==> src/vm_bus_pkg.sv <==
package vm_bus_pkg;

    // native register and address width.
    localparam int xlen = 32;

    // addresses, offsets, sizes and csr data.
    typedef logic [xlen-1:0] word_t;

    // one write enable per byte lane.
    typedef logic [xlen/8-1:0] byte_en_t;

    // riscv privilege encoding, hypervisor level unused.
    typedef enum logic [1:0] {
        privilege_user       = 2'b00,
        privilege_supervisor = 2'b01,
        privilege_machine    = 2'b11
    } privilege_e;

endpackage

==> src/vm_csr_pkg.sv <==
package vm_csr_pkg;

    // csr address space of the configuration port.
    localparam int csr_addr_width = 12;

    typedef logic [csr_addr_width-1:0] csr_addr_t;

    // custom machine-level vm registers.
    // control word, only bit 0 is implemented.
    localparam csr_addr_t csr_mvmctl_addr = 12'h7C0;

    // data region base offset.
    localparam csr_addr_t csr_mvmdo_addr  = 12'h7C1;

    // data region size.
    localparam csr_addr_t csr_mvmds_addr  = 12'h7C2;

    // instruction region base offset.
    localparam csr_addr_t csr_mvmio_addr  = 12'h7C3;

    // instruction region size.
    localparam csr_addr_t csr_mvmis_addr  = 12'h7C4;

endpackage

==> src/data_mem_port.sv <==
`timescale 1ns/1ps

module data_mem_port (
    input  logic                 mem_read_i,
    input  vm_bus_pkg::byte_en_t mem_write_enable_i,
    input  vm_bus_pkg::word_t    mem_read_address_i,
    input  vm_bus_pkg::word_t    mem_write_address_i,

    input  logic                 enable_i,
    input  vm_bus_pkg::word_t    offset_i,
    input  vm_bus_pkg::word_t    size_i,

    output vm_bus_pkg::word_t    mem_address_o,
    output logic                 mem_operation_enable_o,
    output logic                 mem_fault_o
);

    logic              any_write;
    vm_bus_pkg::word_t selected_address;
    vm_bus_pkg::word_t aligned_address;
    logic              data_fault;

    assign any_write = |mem_write_enable_i;

    // store address wins over load address.
    always_comb begin
        if (any_write) begin
            selected_address = mem_write_address_i;
        end
        else begin
            selected_address = mem_read_address_i;
        end
    end

    // word aligned access, byte lanes carry the rest.
    assign aligned_address = {selected_address[vm_bus_pkg::xlen-1:2], 2'b00};

    region_mmu d_mmu (
        .enable_i  (enable_i),
        .offset_i  (offset_i),
        .size_i    (size_i),
        .address_i (aligned_address),
        .address_o (mem_address_o),
        .fault_o   (data_fault)
    );

    // a faulting access never reaches memory.
    assign mem_operation_enable_o = (mem_read_i || any_write) && !data_fault;
    assign mem_fault_o            = data_fault;

endmodule

==> src/region_mmu.sv <==
`timescale 1ns/1ps

module region_mmu (
    input  logic              enable_i,
    input  vm_bus_pkg::word_t offset_i,
    input  vm_bus_pkg::word_t size_i,
    input  vm_bus_pkg::word_t address_i,

    output vm_bus_pkg::word_t address_o,
    output logic              fault_o
);

    vm_bus_pkg::word_t relocated;
    logic              out_of_bounds;

    // base relocation, wraps modulo 2^xlen.
    assign relocated = address_i + offset_i;

    // bound check is made on the virtual address.
    assign out_of_bounds = (address_i >= size_i);

    // pass-through when translation is off.
    always_comb begin
        if (enable_i) begin
            address_o = relocated;
            fault_o   = out_of_bounds;
        end
        else begin
            address_o = address_i;
            fault_o   = 1'b0;
        end
    end

endmodule

==> src/vm_config_regs.sv <==
`timescale 1ns/1ps

module vm_config_regs (
    input  logic                   clk,
    input  logic                   reset,

    input  logic                   csr_write_i,
    input  vm_csr_pkg::csr_addr_t  csr_address_i,
    input  vm_bus_pkg::word_t      csr_write_data_i,
    input  vm_bus_pkg::privilege_e privilege_i,

    output vm_bus_pkg::word_t      csr_read_data_o,
    output logic                   mvm_enable_o,
    output vm_bus_pkg::word_t      data_offset_o,
    output vm_bus_pkg::word_t      data_size_o,
    output vm_bus_pkg::word_t      inst_offset_o,
    output vm_bus_pkg::word_t      inst_size_o
);

    logic              mvmctl;
    vm_bus_pkg::word_t mvmdo;
    vm_bus_pkg::word_t mvmds;
    vm_bus_pkg::word_t mvmio;
    vm_bus_pkg::word_t mvmis;

    // register update on write strobe.
    always_ff @(posedge clk) begin
        if (reset) begin
            mvmctl <= 1'b0;
            mvmdo  <= '0;
            mvmds  <= '0;
            mvmio  <= '0;
            mvmis  <= '0;
        end
        else if (csr_write_i) begin
            case (csr_address_i)
                vm_csr_pkg::csr_mvmctl_addr: mvmctl <= csr_write_data_i[0];
                vm_csr_pkg::csr_mvmdo_addr:  mvmdo  <= csr_write_data_i;
                vm_csr_pkg::csr_mvmds_addr:  mvmds  <= csr_write_data_i;
                vm_csr_pkg::csr_mvmio_addr:  mvmio  <= csr_write_data_i;
                vm_csr_pkg::csr_mvmis_addr:  mvmis  <= csr_write_data_i;
                // other addresses are ignored.
                default: begin
                end
            endcase
        end
    end

    // read-back mux, unknown addresses return zero.
    always_comb begin
        case (csr_address_i)
            vm_csr_pkg::csr_mvmctl_addr: begin
                csr_read_data_o = {{(vm_bus_pkg::xlen-1){1'b0}}, mvmctl};
            end
            vm_csr_pkg::csr_mvmdo_addr: csr_read_data_o = mvmdo;
            vm_csr_pkg::csr_mvmds_addr: csr_read_data_o = mvmds;
            vm_csr_pkg::csr_mvmio_addr: csr_read_data_o = mvmio;
            vm_csr_pkg::csr_mvmis_addr: csr_read_data_o = mvmis;
            default:                    csr_read_data_o = '0;
        endcase
    end

    // machine mode always sees physical addresses.
    assign mvm_enable_o = mvmctl && (privilege_i != vm_bus_pkg::privilege_machine);

    assign data_offset_o = mvmdo;
    assign data_size_o   = mvmds;
    assign inst_offset_o = mvmio;
    assign inst_size_o   = mvmis;

endmodule

==> src/vm_protect_top.sv <==
`timescale 1ns/1ps

module vm_protect_top (
    input  logic                   clk,
    input  logic                   reset,

    input  vm_bus_pkg::privilege_e privilege_i,

    input  logic                   csr_write_i,
    input  vm_csr_pkg::csr_addr_t  csr_address_i,
    input  vm_bus_pkg::word_t      csr_write_data_i,
    output vm_bus_pkg::word_t      csr_read_data_o,

    input  vm_bus_pkg::word_t      instruction_address_i,
    output vm_bus_pkg::word_t      instruction_address_o,
    output logic                   inst_fault_o,

    input  logic                   mem_read_i,
    input  vm_bus_pkg::byte_en_t   mem_write_enable_i,
    input  vm_bus_pkg::word_t      mem_read_address_i,
    input  vm_bus_pkg::word_t      mem_write_address_i,
    output vm_bus_pkg::word_t      mem_address_o,
    output logic                   mem_operation_enable_o,
    output logic                   mem_fault_o
);

    logic              mvm_enable;
    vm_bus_pkg::word_t data_offset;
    vm_bus_pkg::word_t data_size;
    vm_bus_pkg::word_t inst_offset;
    vm_bus_pkg::word_t inst_size;

    vm_config_regs config_regs (
        .clk              (clk),
        .reset            (reset),
        .csr_write_i      (csr_write_i),
        .csr_address_i    (csr_address_i),
        .csr_write_data_i (csr_write_data_i),
        .privilege_i      (privilege_i),
        .csr_read_data_o  (csr_read_data_o),
        .mvm_enable_o     (mvm_enable),
        .data_offset_o    (data_offset),
        .data_size_o      (data_size),
        .inst_offset_o    (inst_offset),
        .inst_size_o      (inst_size)
    );

    // fetch side translation.
    region_mmu i_mmu (
        .enable_i  (mvm_enable),
        .offset_i  (inst_offset),
        .size_i    (inst_size),
        .address_i (instruction_address_i),
        .address_o (instruction_address_o),
        .fault_o   (inst_fault_o)
    );

    // load/store side translation.
    data_mem_port data_port (
        .mem_read_i             (mem_read_i),
        .mem_write_enable_i     (mem_write_enable_i),
        .mem_read_address_i     (mem_read_address_i),
        .mem_write_address_i    (mem_write_address_i),
        .enable_i               (mvm_enable),
        .offset_i               (data_offset),
        .size_i                 (data_size),
        .mem_address_o          (mem_address_o),
        .mem_operation_enable_o (mem_operation_enable_o),
        .mem_fault_o            (mem_fault_o)
    );

endmodule
==> config.mk <==
export PLATFORM = sky130hd
export DESIGN_NAME = vm_protect_top
export DESIGN_NICKNAME = d
export VERILOG_FILES = /design/src/vm_bus_pkg.sv /design/src/vm_csr_pkg.sv /design/src/data_mem_port.sv /design/src/region_mmu.sv /design/src/vm_config_regs.sv /design/src/vm_protect_top.sv
export SDC_FILE = /design/constraint.sdc
export NUM_CORES = 1
export LEC_CHECK = 0
export BUFFER_PORTS_ARGS = -buffer_cell sky130_fd_sc_hd__buf_2
export CORE_MARGIN = 5
export CORE_UTILIZATION = 30
export DETAILED_ROUTE_END_ITERATION = 8
export PLACE_DENSITY_LB_ADDON = 0.2
export SLEW_MARGIN = 20
export SYNTH_ARGS = -nofsm -noshare
export SYNTH_HDL_FRONTEND = slang
export SYNTH_SLANG_ARGS = --single-unit
==> constraint.sdc <==
create_clock -name clk -period 3.02 [get_ports clk]
set_input_delay 0 -clock clk [delete_from_list [all_inputs] [get_ports clk]]
set_output_delay 0 -clock clk [all_outputs]
set_load 0.02 [all_outputs]
==> metrics.md, run 1 <==
| Metric | Value |
|---|---|
| Vias in the first global route | `12500` |
| WP data required | `3.02 ns` |
| Violated checks | `negative setup slack` |
| Final setup fails | `15` |
| Post-layout net count | `2184` |
| Placed cells | `2288` |
| Commonest cells after routing, fill and taps aside | `nand2_1, buf_2, a21oi_1` |
| Max Root-Sink Buffers | `2` |
| Rows | `69` |
| Yosys reg bits | `129` |
| DP HPWL | `between 30000 and 40000 um` |
| EDFF count, synth | `0` |
| DR pass1 iterations | `7` |
| Final cell count without fillers | `2383` |
| Status | `finished, violations left` |
| Max Cap Viol | `0` |
| Final Skew | `0 ns` |
| Area fraction of the dominant cell type after synthesis | `around a quarter` |
| Synthesis-to-layout area growth | `44.7%` |
| Util after Layout | `44.1%` |
| Max Fclk | `308 MHz` |
| Register area share after synthesis | `between 20% and 30%` |
| Detailed Route Iter0 Violations | `931` |
| Pwr dens | `301 nW/um2` |
| Ys async rst share | `0%` |
| Antenna Nets Post-Route | `0` |
| GP Congestion | `0.891` |
| Die width | `roughly 200 um` |
| Worst Tran Pin Value | `about 0.86 ns` |
| Unrepaired setup endpoints after global routing | `true` |
| Leak | `between 6 and 7 nW` |
| I/O pins | `249` |
| Fraction of layout cells with a size suffix above 1 | `32.5%` |
| Clk sinks | `between 100 and 150` |
| GR Util All Layers | `20.7%` |
| Worst Setup Path Type | `primary input to primary output` |
| Total CTS buffers | `17` |
| Tcrit/Tclk final | `108%` |
| Final WS setup | `-0.229 ns` |
| Most common cell after layout, fill and taps aside | `nand2_1` |
| Worst hold path type | `primary input to register` |
| Clk pin slew, worst setup/hold paths | `0.05 ns` |
| Largest net degree at the start of global routing | `79` |
| Syn_area_per_cell | `7.18 um2` |
| Yosys cell types | `75` |
| Kind of end point of the critical path | `primary output` |
| Port buffer count | `244` |
| Via count | `12300` |
| Minimum clock period | `~3.2 ns` |
| Die footprint | `slightly above 40000 um2` |
| Worst skew pair latency | `0.41 ns` |
| Worst endpoint data arrival time | `3.25 ns` |
| H-tree depth | `4` |
| Hold Vio Cnt, Final | `0` |
| Core Region | `35700 um2` |
| Final Max Slew Viols | `0` |
| Cells after synthesis | `roughly 1500` |
| First-pass GRT wire length | `67700 um` |
| Drt via density | `5.16` |
| Initial Util | `a little under a third` |
| Cell Area, Synth | `10900 um2` |
| Peak VDD IR | `0.437 mV` |
| Critical Path Fanout Max | `7` |
| CTS tree | `done` |
| GRT Residual Overflow | `0` |
| Slew headroom | `42.4%` |
| YS warnings | `0` |
| Final WL | `43400 um` |
| Post-route total power | `approximately 4.8 mW` |
| Worst setup SP type | `primary input` |
| Initial antenna violation count | `2` |
| Synth area leaders | `dfxtp_1, ha_1, nand2_1, a21oi_1, a21o_1` |
| Root Buffer | `clkbuf_16` |
| Setup TNS Final | `-1.95 ns` |
| Syn nets | `1793` |
| Drt drc | `0` |
| Leading area contributor after synthesis | `dfxtp_1` |
| Routed WL per cell | `18.2 um` |
| Main synth FF type | `dfxtp_1` |
| Die height | `about 200 um` |
registers in the layout, summed over array words and instances, names as in the netlist:
signal                     count
config_regs.inst_size_o       32
config_regs.data_offset_o     32
config_regs.mvmctl             1
config_regs.data_size_o       32
config_regs.inst_offset_o     32
cell usage after synthesis (all sizes together) (3+ instances only):
cell	count
a211oi	8
o41ai	3
ha	122
nor3b	3
buf	29
nor2b	10
a31oi	12
o21a	11
o2111ai	3
inv	85
and4	4
o21bai	7
mux2i	4
a41oi	4
o211ai	8
mux2	29
a31o	7
nor3	11
nand2	401
dfxtp	129
a222oi	32
nand4	14
nand3	14
a21o	54
and2	5
o21ai	67
nand2b	15
and3	6
a21oi	220
nor2	55
nor4	5
o31ai	9
xnor2	25
xor2	22
clkbuf	59
final cells by class:
class / instances / area (um2)
Antenna cell: 1 / 2.50
Clock buffer: 25 / 505
Clock inverter: 5 / 100
Fill cell: 3711 / 20000
Inverter: 85 / 319
Multi-Input combinational cell: 1217 / 8530
Sequential cell: 129 / 2590
Tap cell: 461 / 577
Timing Repair Buffer: 460 / 3160
through the flow:
step	hold WS (ns)	setup WS [ns]	cell area, um2
floorplan	0.128	0.0200	11000
global placement	0.284	-0.388	13600
detailed placement	0.292	-0.406	13600
CTS	0.0954	-0.247	15300
global route	0.122	-0.393	15800
finish	0.114	-0.229	15800
power breakdown:
part           internal [mW]  switching [mW]
registers               1.70        0.000200
clock network           1.40           0.733
logic                  0.429           0.488
kinds of logic after synthesis:
kind of cell,Yosys count,share of synthesized area [%]
and+or+nand+nor,551,21.7
xor gates and xnor gates,47,3.78
AOI/OAI and AO/OA,462,26.7
adders and majority gates,124,14.4
buffers and inverters,173,6.38
muxes,33,3.36
DFF,129,23.7
path summary, 6_finish.rpt:
check / startpoint / end / slack (ns) / depth (start not counted)
setup reg to reg: config_regs.mvmctl / config_regs.mvmctl / 2.24 / 2
hold / removal: csr_address_i[0] / config_regs.mvmctl / 0.11 / 4
hold reg to reg: config_regs.data_offset_o[1] / config_regs.data_offset_o[1] / 0.46 / 2
setup / recovery: mem_write_enable_i[1] / mem_address_o[28] / -0.23 / 16
worst max-delay path: stages:
cell and delay [ns]:
buf_6 0.10, nor4_4 0.34, buf_12 0.19, mux2_4 0.33
ha_4 0.26, buf_6 0.12, o21a_1 0.17, o211ai_1 0.27
a31oi_4 0.08, o21ai_4 0.19, a21oi_2 0.09, o31ai_4 0.31
a21oi_2 0.11, o31a_1 0.34, o31ai_4 0.19, buf_6 0.15
routing by layer:
layer	track usage (%)	vias to the layer above	part of all wire [%]
met2	38.2	344	51
met5	0	-	0.030
li1	-	6139	-
met4	3.64	2	1.3
met1	25.7	5771	42
met3	3.21	36	5.0
timing repair:
item / 4_1_cts / 5_1_grt
hold buffers: 34 / 0
endpoints found under the hold margin: 129 / 0
endpoints found under the setup margin: 33 / 37
buffers inserted: 16 / 17
resized for setup: 135 / 74
pin swaps: 55 / 54
Note: power is estimated with default switching activity, not from simulation.
==> run 2: changes to the inputs <==
Settings changed: RECOVER_POWER set to 25.
Clock period 3.02 ns to 3.3 ns, I/O delays scaled along.
==> run 2 against run 1 <==
Effect of this change:
- highest routed layer unchanged
- worst setup slack improved by 0.31 ns
- largest cell class unchanged
- the run ends with max-capacitance violations, max-slew violations left
- hold slack lost 0.093 ns
- wire length is 3.2% lower
- clock-buffer cell count fell by 6
==> metrics.md, run 2 (synthesis gave the netlist of run 1 again) <==
| Metric | Value |
|---|---|
| Status | `finished, violations left` |
| Violated checks | `max-capacitance violations, max-slew violations` |
| I/O pins | `249 (unchanged)` |
| Critical Path Fanout Max | `5 (-2)` |
| Post-layout net count | `2116 (-3.1%)` |
| Die width | `201 um (unchanged)` |
| Met2 wire length | `20800 um (-6.3%)` |
| Unrepaired setup endpoints after global routing | `true` |
| P_int | `3.05 mW (-14%)` |
| Max Cap Viol | `2 (+2)` |
| Commonest cells after routing, fill and taps aside | `nand2_1, buf_2, a21oi_1` |
| Peak VDD IR | `0.339 mV (-22%)` |
| Drt via density | `5.17 (+0.14%)` |
| GRT Residual Overflow | `0 (unchanged)` |
| Routed WL per cell | `18.1 um (-0.40%)` |
| Rows | `69 (unchanged)` |
| Metal3 WL | `2480 um (+14%)` |
| Max Root-Sink Buffers | `2 (unchanged)` |
| Root Buffer | `clkbuf_16` |
| Kind of end point of the critical path | `primary output` |
| Antenna Nets Post-Route | `0 (unchanged)` |
| RR Endpoint | `config_regs.mvmctl` |
| Worst hold slack | `0.0217 ns (-0.0927 ns)` |
| Worst Tran Pin Value | `1.73 ns (+0.867 ns)` |
| Max Fclk | `310 MHz` |
| Final WL | `42000 um (-3.2%)` |
| WP data required | `3.30 ns (+0.28 ns)` |
| Switching part of the total | `27.5% (+1.8 points)` |
| Reg power frac | `37.0% (+1.2 points)` |
| Layout fillers | `3805 (+2.5%)` |
| Most common cell after layout, fill and taps aside | `nand2_1` |
| DR top layer | `met5` |
| Largest net degree at the start of global routing | `74 (-6.3%)` |
| Worst path max stage delay | `0.39 ns (+0.05 ns)` |
| Worst r2r src | `config_regs.mvmctl` |
| Minimum clock period | `3.22 ns` |
| Worst skew pair latency | `0.41 ns (about the same)` |
| Core Region | `35700 um2 (unchanged)` |
| WHS Endpoint | `config_regs.data_size_o[2]` |
| Met1 wire length | `18000 um (-2.3%)` |
| FF-to-FF setup slack | `2.50 ns (+0.26 ns)` |
| First-pass GRT wire length | `65600 um (-3.1%)` |
| CP cell instances | `buf_6, nor4_4, buf_6, mux2_2, ha_4, buf_4, o21a_1, o211ai_1, a31oi_4, o21ai_4, a21oi_2, o31ai_4, buf_6, a21oi_4, o211a_1, nor3_2, buf_4` |
| Initial antenna violation count | `4 (+2)` |
| Worst setup SP type | `primary input` |
| Worst reg2reg path depth | `2 (unchanged)` |
| Slowest cell on crit path | `mux2_2` |
| Comb power frac | `18.0% (-1.3 points)` |
| Hold Vio Cnt, Final | `0 (unchanged)` |
| Pwr dens | `288 nW/um2 (-4.5%)` |
| Clk sinks | `129 (unchanged)` |
| Clock power share | `45.0% (about the same)` |
| Most used cell along the critical path | `buf_6` |
| Delay-heaviest family, CP | `compound AO/OA/AOI/OAI gates` |
| Final setup fails | `0 (-15)` |
| Final Max Slew Viols | `65 (+65)` |
| Via count | `12000 (-2.6%)` |
| Die footprint | `40200 um2 (unchanged)` |
| Post-route total power | `4.20 mW (-12%)` |
| CTS tree | `done` |
| Clk pin slew, worst setup/hold paths | `0.06 ns (about the same)` |
| Setup WS pre-CTS | `-0.208 ns (+0.198 ns)` |
| Total CTS buffers | `17 (unchanged)` |
| DR pass1 iterations | `7 (unchanged)` |
| Drt drc | `0 (unchanged)` |
| Worst hold path type | `primary input to register` |
| Hold_sp | `csr_address_i[0]` |
| Worst endpoint data arrival time | `3.22 ns (-0.03 ns)` |
| DP HPWL | `33600 um (-0.62%)` |
| Tcrit/Tclk final | `97.6%` |
| Net Sw Power | `1.16 mW (-5.3%)` |
| H-tree depth | `4 (unchanged)` |
| Die height | `201 um (unchanged)` |
| Detailed Route Iter0 Violations | `718 (-23%)` |
| Port buffer count | `244 (unchanged)` |
| Worst path bufs/invs | `5 (+1)` |
| GP Congestion | `0.916 (+2.8%)` |
| Synthesis-to-layout area growth | `34.1%` |
| Worst Setup Path Type | `primary input to primary output` |
| Hold Path Cell Cnt | `4 (unchanged)` |
| Slew headroom | `-15.4% (-58 points)` |
| Initial Util | `30.5% (unchanged)` |
| GR Util All Layers | `20.0% (-0.63 points)` |
| Final WS setup | `0.0790 ns (+0.308 ns)` |
| Vias in the first global route | `12200 (-2.6%)` |
| Leak | `6.30 nW (-7.2%)` |
| Final Skew | `0 ns (unchanged)` |
| Fraction of layout cells with a size suffix above 1 | `26.9% (-5.6 points)` |
run 2: power by group through the flow:
stage	Combinational [mW]	Sequential (mW)	Clock, mW
global placement	0.687	1.59	0
finish	0.755	1.56	1.89
floorplan	0.373	1.59	0
detailed placement	0.691	1.59	0
global route	0.833	1.56	1.98
CTS	0.740	1.56	1.92
run 2: cell type report:
cell class | count | area, um2 | area share [%]
tap | 461 | 577 | 3.95
clock inverter | 13 | 138 | 0.942
multi-input combinational | 1217 | 8060 | 55.1
sequential | 129 | 2590 | 17.7
clock buffer | 19 | 453 | 3.10
timing repair buffer | 392 | 2480 | 17.0
inverter | 85 | 319 | 2.18
antenna | 1 | 2.50 | 0.0171
run 2: stage by stage:
step,instance area (um2),setup TNS [ns],utilization [%],std cells
6_report,14600,0,40.9,2317
5_1_grt,14600,-0.172,40.9,2317
4_1_cts,14300,0,40.0,2313
3_5_place_dp,13100,-0.842,36.8,2236
3_3_place_gp,13100,-0.618,36.8,2236
2_1_floorplan,10900,-0.0243,-,1519
run 2: tightest hold or removal path: cells and delay by family:
| family | cells | cell delay [ns] |
|---|---|---|
| compound gates | 1 | 0.05 |
| simple gates | 2 | 0.18 |
| buf+inv | 1 | 0.17 |
run 2: timing repair:
action / 4_1_cts / 5_1_grt
setup endpoints to repair: 16 / 24
pin swaps: 16 / 27
setup buffers: 11 / 4
gates resized for setup: 34 / 63
hold endpoints to repair: 129 / 0
hold buffers: 34 / 0
run 2: worst max path at each step:
stage	startpoint	endpoint	slack, ns	cells after the start
2_1_floorplan	mem_write_enable_i[1]	mem_address_o[28]	-0.02	12
3_3_place_gp	mem_write_enable_i[1]	mem_address_o[31]	-0.18	19
3_5_place_dp	mem_write_enable_i[1]	mem_address_o[31]	-0.21	17
4_1_cts	mem_write_enable_i[1]	mem_address_o[24]	0.004	19
5_1_grt	mem_write_enable_i[2]	mem_address_o[24]	-0.06	19
6_report	mem_write_enable_i[2]	mem_address_o[24]	0.08	17
run 2: routing by layer:
layer | global-route usage [%] | vias up
li1 | - | 6001
met1 | 25.4 | 5533
met2 | 35.8 | 383
met3 | 3.65 | 47
met4 | 4.06 | 4
met5 | 0 | -
